$ cat config.mk
export PLATFORM = sky130hd
export DESIGN_NAME = ps2_mouse
export DESIGN_NICKNAME = d
export VERILOG_FILES = /design/src/ps2_mouse_pkg.sv /design/src/ps2_line_sync.sv /design/src/ps2_frame_rx.sv /design/src/mouse_packet_asm.sv /design/src/cursor_tracker.sv /design/src/ps2_mouse.sv
export SDC_FILE = /design/constraint.sdc
export NUM_CORES = 1
export LEC_CHECK = 0
export BUFFER_PORTS_ARGS = -buffer_cell sky130_fd_sc_hd__buf_2
export CAP_MARGIN = 30
export CORE_MARGIN = 2
export CORE_UTILIZATION = 35
export DETAILED_ROUTE_END_ITERATION = 10
export GPL_TIMING_DRIVEN = 0
export SLEW_MARGIN = 10
export SYNTH_ARGS = -nofsm -noshare
export SYNTH_HDL_FRONTEND = slang
export SYNTH_SLANG_ARGS = --single-unit
$ cat constraint.sdc
create_clock -name clk -period 4.2 [get_ports clk]
set_input_delay 1.26 -clock clk [delete_from_list [all_inputs] [get_ports clk]]
set_output_delay 1.26 -clock clk [all_outputs]
set_load 0.005 [all_outputs]
$ cat src/ps2_mouse_pkg.sv
/*
 * PS/2 mouse cursor package with screen limits, frame and packet sizes, shared structs
 */
`default_nettype none

package ps2_mouse_pkg;

	// Datapath widths
	localparam int CURSOR_W = 10;
	localparam int MOVE_W = 8;
	// One bit more than a byte so that 256 fits
	localparam int MAG_W = 9;

	// Screen limits, 5 pixel margin on a 640x480 screen
	localparam logic [CURSOR_W-1:0] SCREEN_MIN = 10'd5;
	localparam logic [CURSOR_W-1:0] X_MAX = 10'd635;
	localparam logic [CURSOR_W-1:0] Y_MAX = 10'd475;
	localparam logic [CURSOR_W-1:0] X_RESET = 10'd320;
	localparam logic [CURSOR_W-1:0] Y_RESET = 10'd240;

	// Frame and packet framing
	localparam int FRAME_DATA_BITS = 8;
	localparam int PACKET_BYTES = 3;
	localparam int BIT_CNT_W = $clog2(FRAME_DATA_BITS);
	localparam int BYTE_CNT_W = $clog2(PACKET_BYTES);

	// Synchronized PS/2 lines, data aligned with the clock edge pulse
	typedef struct packed {
		logic data;
		logic clk_rise;
	} ps2_line_t;

	// One movement packet in standard byte order
	typedef struct packed {
		logic left;
		logic right;
		logic middle;
		logic x_sign;
		logic y_sign;
		logic [MOVE_W-1:0] dx;
		logic [MOVE_W-1:0] dy;
	} mouse_packet_t;

	// Cursor position and button levels
	typedef struct packed {
		logic [CURSOR_W-1:0] x;
		logic [CURSOR_W-1:0] y;
		logic left;
		logic middle;
		logic right;
	} cursor_t;

endpackage

`default_nettype wire

$ cat src/ps2_line_sync.sv
/*
 * PS/2 line synchronizer, two flops per line plus registered clock rising edge
 */
`timescale 1ns/10ps
`default_nettype none

module ps2_line_sync
	import ps2_mouse_pkg::*;
(
	input  wire logic clk,
	input  wire logic reset,
	input  wire logic ps2_clk,
	input  wire logic ps2_dat,
	output ps2_line_t line
);

	logic clk_s1;
	logic clk_s2;
	logic clk_prev;
	logic dat_s1;
	logic dat_s2;

	always_ff @(posedge clk)
	begin
		// Idle bus is high on both lines
		if (reset)
		begin
			clk_s1 <= 1'b1;
			clk_s2 <= 1'b1;
			clk_prev <= 1'b1;
			dat_s1 <= 1'b1;
			dat_s2 <= 1'b1;
			line.data <= 1'b1;
			line.clk_rise <= 1'b0;
		end
		else
		begin
			clk_s1 <= ps2_clk;
			clk_s2 <= clk_s1;
			// Previous clock level for edge detection
			clk_prev <= clk_s2;
			dat_s1 <= ps2_dat;
			dat_s2 <= dat_s1;
			// Third stage, so data and edge leave together
			line.data <= dat_s2;
			line.clk_rise <= clk_s2 & ~clk_prev;
		end
	end

endmodule

`default_nettype wire

$ cat src/ps2_frame_rx.sv
/*
 * PS/2 frame receiver, shifts in start, 8 data bits, parity and stop, strobes the byte
 */
`timescale 1ns/10ps
`default_nettype none

module ps2_frame_rx
	import ps2_mouse_pkg::*;
(
	input  wire logic clk,
	input  wire logic reset,
	input  wire ps2_line_t line,
	output logic [MOVE_W-1:0] rx_byte,
	output logic rx_valid
);

	typedef enum logic [1:0] {
		ST_IDLE,
		ST_DATA,
		ST_PARITY,
		ST_STOP
	} rx_state_t;

	rx_state_t state;
	rx_state_t state_next;
	logic [BIT_CNT_W-1:0] bit_cnt;
	logic [MOVE_W-1:0] shift_reg;

	// Next state, every move waits for a clock rising edge
	always_comb
	begin
		state_next = state;
		case (state)
			ST_IDLE:
			begin
				// Start bit is a low data level
				if (line.clk_rise && !line.data)
					state_next = ST_DATA;
			end
			ST_DATA:
			begin
				if (line.clk_rise && bit_cnt == BIT_CNT_W'(FRAME_DATA_BITS - 1))
					state_next = ST_PARITY;
			end
			ST_PARITY:
			begin
				// Parity bit sampled but not checked
				if (line.clk_rise)
					state_next = ST_STOP;
			end
			ST_STOP:
			begin
				if (line.clk_rise)
					state_next = ST_IDLE;
			end
			default:
			begin
				state_next = ST_IDLE;
			end
		endcase
	end

	always_ff @(posedge clk)
	begin
		if (reset)
		begin
			state <= ST_IDLE;
			bit_cnt <= '0;
			rx_valid <= 1'b0;
		end
		else
		begin
			state <= state_next;
			rx_valid <= (state == ST_STOP) && line.clk_rise;
			// Bit counter only runs while data bits come in
			if (state != ST_DATA)
				bit_cnt <= '0;
			else if (line.clk_rise)
				bit_cnt <= bit_cnt + 1'b1;
		end
	end

	// LSB first, so new bits enter at the top
	always_ff @(posedge clk)
	begin
		if (state == ST_DATA && line.clk_rise)
			shift_reg <= {line.data, shift_reg[MOVE_W-1:1]};
		if (state == ST_STOP && line.clk_rise)
			rx_byte <= shift_reg;
	end

	// A frame is 11 PS/2 clocks long, so strobes never touch
	a_rx_valid_single: assert property (@(posedge clk) disable iff (reset)
		rx_valid |=> !rx_valid);

endmodule

`default_nettype wire

$ cat src/mouse_packet_asm.sv
/*
 * Mouse packet assembler, groups status, dx and dy bytes into one packet strobe
 */
`timescale 1ns/10ps
`default_nettype none

module mouse_packet_asm
	import ps2_mouse_pkg::*;
(
	input  wire logic clk,
	input  wire logic reset,
	input  wire logic [MOVE_W-1:0] rx_byte,
	input  wire logic rx_valid,
	output mouse_packet_t packet,
	output logic packet_valid
);

	logic [BYTE_CNT_W-1:0] byte_cnt;
	// Status byte fields and dx held until dy arrives
	logic [4:0] status_q;
	logic [MOVE_W-1:0] dx_q;

	always_ff @(posedge clk)
	begin
		if (reset)
		begin
			byte_cnt <= '0;
			packet_valid <= 1'b0;
		end
		else
		begin
			packet_valid <= rx_valid && byte_cnt == BYTE_CNT_W'(PACKET_BYTES - 1);
			if (rx_valid)
			begin
				if (byte_cnt == BYTE_CNT_W'(PACKET_BYTES - 1))
					byte_cnt <= '0;
				else
					byte_cnt <= byte_cnt + 1'b1;
			end
		end
	end

	always_ff @(posedge clk)
	begin
		if (rx_valid)
		begin
			case (byte_cnt)
				// Buttons in bits 2..0, signs in bits 5..4
				2'd0: status_q <= {rx_byte[5:4], rx_byte[2:0]};
				2'd1: dx_q <= rx_byte;
				default:
				begin
					// Whole packet published at once
					packet.y_sign <= status_q[4];
					packet.x_sign <= status_q[3];
					packet.middle <= status_q[2];
					packet.right <= status_q[1];
					packet.left <= status_q[0];
					packet.dx <= dx_q;
					packet.dy <= rx_byte;
				end
			endcase
		end
	end

	a_byte_cnt_range: assert property (@(posedge clk) disable iff (reset)
		byte_cnt < BYTE_CNT_W'(PACKET_BYTES));

endmodule

`default_nettype wire

$ cat src/cursor_tracker.sv
/*
 * Cursor tracker, applies signed packet movement with clamping and holds buttons
 */
`timescale 1ns/10ps
`default_nettype none

module cursor_tracker
	import ps2_mouse_pkg::*;
(
	input  wire logic clk,
	input  wire logic reset,
	input  wire mouse_packet_t packet,
	input  wire logic packet_valid,
	output cursor_t cursor
);

	logic [MAG_W-1:0] mag_x;
	logic [MAG_W-1:0] mag_y;

	// Move one coordinate by a magnitude and clamp to SCREEN_MIN..hi
	function automatic logic [CURSOR_W-1:0] step(
		input logic [CURSOR_W-1:0] pos,
		input logic [MAG_W-1:0] mag,
		input logic sub,
		input logic [CURSOR_W-1:0] hi
	);
		logic [CURSOR_W:0] wide_pos;
		logic [CURSOR_W:0] wide_mag;
		logic [CURSOR_W:0] sum;
		wide_pos = {1'b0, pos};
		wide_mag = {{(CURSOR_W + 1 - MAG_W){1'b0}}, mag};
		sum = wide_pos + wide_mag;
		if (sub)
		begin
			// Compare before subtracting to avoid wrap below zero
			if (wide_pos < wide_mag + {1'b0, SCREEN_MIN})
				step = SCREEN_MIN;
			else
				step = CURSOR_W'(wide_pos - wide_mag);
		end
		else
		begin
			if (sum > {1'b0, hi})
				step = hi;
			else
				step = CURSOR_W'(sum);
		end
	endfunction

	// Magnitude of a signed byte, 0x00 with sign set gives 256
	assign mag_x = packet.x_sign ? {1'b0, ~packet.dx} + 1'b1 : {1'b0, packet.dx};
	assign mag_y = packet.y_sign ? {1'b0, ~packet.dy} + 1'b1 : {1'b0, packet.dy};

	always_ff @(posedge clk)
	begin
		if (reset)
		begin
			cursor.x <= X_RESET;
			cursor.y <= Y_RESET;
			cursor.left <= 1'b0;
			cursor.middle <= 1'b0;
			cursor.right <= 1'b0;
		end
		else if (packet_valid)
		begin
			cursor.x <= step(cursor.x, mag_x, packet.x_sign, X_MAX);
			// Screen Y grows downward, so the sign is inverted
			cursor.y <= step(cursor.y, mag_y, !packet.y_sign, Y_MAX);
			cursor.left <= packet.left;
			cursor.middle <= packet.middle;
			cursor.right <= packet.right;
		end
	end

	a_cursor_in_bounds: assert property (@(posedge clk) disable iff (reset)
		cursor.x >= SCREEN_MIN && cursor.x <= X_MAX &&
		cursor.y >= SCREEN_MIN && cursor.y <= Y_MAX);

endmodule

`default_nettype wire

$ cat src/ps2_mouse.sv
/*
 * PS/2 mouse top, line sync, frame receiver, packet assembler and cursor tracker
 */
`timescale 1ns/10ps
`default_nettype none

module ps2_mouse
	import ps2_mouse_pkg::*;
(
	input  wire logic clk,
	input  wire logic reset,
	input  wire logic ps2_clk,
	input  wire logic ps2_dat,
	output cursor_t cursor,
	output logic packet_valid
);

	ps2_line_t line;
	logic [MOVE_W-1:0] rx_byte;
	logic rx_valid;
	mouse_packet_t packet;

	// Synchronized lines and clock edge
	ps2_line_sync u_ps2_line_sync (
		.clk(clk),
		.reset(reset),
		.ps2_clk(ps2_clk),
		.ps2_dat(ps2_dat),
		.line(line)
	);

	ps2_frame_rx u_ps2_frame_rx (
		.clk(clk),
		.reset(reset),
		.line(line),
		.rx_byte(rx_byte),
		.rx_valid(rx_valid)
	);

	// Three bytes per packet
	mouse_packet_asm u_mouse_packet_asm (
		.clk(clk),
		.reset(reset),
		.rx_byte(rx_byte),
		.rx_valid(rx_valid),
		.packet(packet),
		.packet_valid(packet_valid)
	);

	cursor_tracker u_cursor_tracker (
		.clk(clk),
		.reset(reset),
		.packet(packet),
		.packet_valid(packet_valid),
		.cursor(cursor)
	);

endmodule

`default_nettype wire

==> metrics.md <==
| Metric | Value |
|---|---|
| Remaining antenna violation count | 0 |
| Clk buf depth | 2 |
| Total track usage | 15.80% |
| Post-synth top area cell | edfxtp_1 |
| Top cells by area, synth | edfxtp_1 25%, ha_1 16%, dfxtp_1 13%, xnor2_1 5.8%, inv_1 3.3% |
| Count leader, synth | ha_1 |
| Commonest register cell after synthesis | edfxtp_1 |
| Sequential fraction of the synthesis area | 38.04% |
| DRT Pass-1 Iters | 5 |
| Wire length per cell | 15.87 um |
| Slew headroom | 40.57% |
| Critical Path Fanout Max | 5 |
| Initial antenna violation count | 0 |
| Layout cells sized above 1 | 12.88% |
| TritonCTS clock tree | yes |
| Crit-path cells | inv_1 -> ha_1 -> nand2b_1 -> xnor2_1 -> inv_1 -> o21ai_0 -> nand3_1 -> xnor2_1 -> ha_1 -> a211o_1 -> o221ai_1 -> a21oi_1 -> o41ai_4 -> nor2_1 -> or2_1 -> a221oi_2 |
| Hold depth | 1 |
| Final Slew Violations | 0 |
| Synth top cells by count | 75 x ha_1, 52 x inv_1, 50 x edfxtp_1 |
| CP max stage cell | o41ai_4 |
| Worst Hold Class | flip-flop to flip-flop |
| Vias in the first global route | 4,585 |
| CTS sink count | 89 |
| Most flops, register | u_cursor_tracker.cursor |
| Max FFs per register | 23 |
| Synth cell types | 68 |
| R2r startpoint | u_mouse_packet_asm.packet[0]$_DFFE_PP_ |
| Final Cell Area | 6807 um^2 |
| Fill cells | 1,610 |
| LEAKAGE | 2.620 nW |
| Largest regs | u_cursor_tracker.cursor (23), u_mouse_packet_asm.packet (21) |
| Clock power share | 45.8% |
| Cts-stage hold buffer count | 0 |
| Crit end category | flip-flop |
| Sw Pwr | 0.0004169 W |
| CP Launch Type | flip-flop |
| Final setup vio count | 0 |
| Post-DP HPWL | 10,950 um |
| IO Port Bufs | 27 |
| Final setup skew | 6.722 ps |
| Final Cycle Share | 94.00% |
| Synth warn | 0 |
| Worst IR Drop VDD | 0.2557 mV |
| Area growth syn-to-layout | 13.45% |
| Root Driver | clkbuf_16 |
| Ys async rst share | 0% |
| RSZ-0062 raised after global routing | no |
| Final WL | 13,840 um |
| Initial core utilization | 36.05% |
| Max_cap viols | 0 |
| Seq cells post-synth | 89 |
| Placed Area | 6419 um^2 |
| Hold Path End | u_ps2_line_sync.line[0]$_SDFF_PP0_ |
| Hold Path Origin | u_ps2_line_sync.clk_prev$_SDFF_PP1_ |
| Status | completed |
| Highest Clock Rate | 0.2533 GHz |
| CP peak stage delay | 450 ps |
| Slew @ Worst Pin | 891.4 ps |
| Syn Inst Count | 604 |
| P_int | 0.001424 W |
| Vias/cell | 5.312 |
| Finished Core Util | 40.90% |
| Boundary Pins | 28 |
| Sequential group share of total power | 50.2% |
| Worst reg-to-reg path cell count | 16 |
| Gate power share | 4.0% |
| R2r setup slk | 250 ps |
| Number of buffers created by CTS | 9 |
| Sw frac | 22.64% |
| Largest net degree at the start of global routing | 23 |
| Core ar. | 16,640 um^2 |
| Drc violations | 0 |
| RR Endpoint | u_cursor_tracker.cursor[3]$_SDFFE_PP0P_ |
| WHS | 392.3 ps |
| Final Power | 0.001841 W |
| Via count | 4,632 |
| Register area | 2282 um^2 |
| Die H | 134.9 um |
| Final Hold Fails | 0 |
| CTS H-tree lvls | 3 |
| Mapped Area | 6000 um^2 |
| Area occupied by multi-input gates | 3472 um^2 |
| Nets@finish | 730 |
| CP startpoint | u_mouse_packet_asm.packet[0]$_DFFE_PP_ |
| Power Dens Cells | 270.5 nW/um^2 |
| Antenna diodes | 0 |
| Number of flops mapped to enable cells by yosys | 50 |
| Min Tclk post-route | 3948 ps |
| Synthesized area per cell | 9.933 um^2 |
| Worst skew pair latency | 340 ps |
| Die area | 18,200 um^2 |
| Arrival time at the worst endpoint | 4200 ps |
| Cell Rows | 47 |
| Die width | 134.9 um |
| Critical path data required time | 4450 ps |
| Clk slew on worst S/H paths | 70 ps |
| GRT overflow | 0 |
| Crit path kind | flip-flop to flip-flop |
| GPL Wtd Cong | 0.9049 |
| First-pass GRT wire length | 22,770 um |
| Top cell type's share of synthesized area | 25.03% |
| DR iter-0 viols | 302 |
==> per-stage QoR <==
step | setup TNS, ps | std cells | worst slack (ps)
finish | 0 | 872 | 251.8
global route | 0 | 872 | 27.66
CTS | 0 | 871 | 19.16
detailed placement | -31.26 | 853 | -24.31
global placement | -19.56 | 852 | -19.56
floorplan | 0 | 605 | 597.3
==> worst max-delay path, delay by kind of cell, from the launching register on <==
family | cells | cell delay, ps
compound gates | 6 | 1400
xor+xnor | 2 | 530
fa+ha+maj | 2 | 440
buf+inv | 2 | 270
flops | 1 | 440
simple gates | 4 | 790
==> how the worst max path moves through the flow <==
stage,slack (ps),end
4_1_cts,20,u_cursor_tracker.cursor[8]$_SDFFE_PP1P_
2_1_floorplan,600,u_cursor_tracker.cursor[3]$_SDFFE_PP0P_
6_report,250,u_cursor_tracker.cursor[3]$_SDFFE_PP0P_
3_5_place_dp,-20,u_cursor_tracker.cursor[8]$_SDFFE_PP1P_
3_3_place_gp,-20,u_cursor_tracker.cursor[3]$_SDFFE_PP0P_
5_1_grt,30,u_cursor_tracker.cursor[3]$_SDFFE_PP0P_
==> cell families after synthesis <==
group                    synth area share (%)
buffers and inverters                   4.922
AO/OA/AOI/OAI                           17.66
flip-flops                              38.04
AND/OR/NAND/NOR                         13.56
multiplexers                            1.335
XOR/XNOR                                7.445
adder cells (fa/ha/maj)                 16.98
other                                 0.06251
==> layout by cell type, fill, tap and decap left out, types with 7 or more instances in the layout <==
cell type | synthesis | final
a31oi_1 | 9 | 9
dfxtp_1 | 39 | 39
a21oi_1 | 30 | 30
nand2b_1 | 9 | 9
nand2_1 | 16 | 16
mux2i_1 | 8 | 8
o21a_1 | 8 | 8
xnor2_1 | 40 | 39
nor2_1 | 39 | 39
ha_1 | 75 | 75
nor3_1 | 26 | 25
xor2_1 | 11 | 9
nor3b_1 | 7 | 7
o21ai_0 | 34 | 31
inv_1 | 52 | 52
buf_2 | 5 | 33
or3_1 | 14 | 14
clkbuf_1 | 11 | 11
clkbuf_16 | 0 | 9
edfxtp_1 | 50 | 50
==> power groups by stage <==
stage | Combinational [W] | Sequential (W) | Clock [W]
3_3_place_gp | 0.0000635 | 0.000943 | 0
2_1_floorplan | 0.0000495 | 0.000942 | 0
3_5_place_dp | 0.0000711 | 0.000944 | 0
5_1_grt | 0.0000815 | 0.000924 | 0.000907
6_report | 0.0000740 | 0.000924 | 0.000843
4_1_cts | 0.0000722 | 0.000924 | 0.000868
==> area by class of cell <==
cell class                 instances  share of cell area [%]
tap                              220                   4.044
timing repair buffer              31                   2.353
sequential                        89                   33.53
inverter                          53                   2.923
clock buffer                       9                   3.309
multi-input combinational        443                   51.01
clock inverter                     7                   1.415
buffer                            20                   1.415
==> routing by layer <==
| layer | track usage [%] | wire length (um) |
|---|---|---|
| met5 | 0 | 0 |
| met4 | 5.497 | 276 |
| met3 | 3.491 | 588 |
| met2 | 26.96 | 6745 |
| met1 | 19.68 | 6225 |
==> what timing repair did <==
item	CTS	global route
buffers inserted	2	0
gates resized for setup	0	10
pin swaps	1	0
endpoints found under the setup margin	2	19
gates cloned	0	0
(Power assumes the default switching activity.)
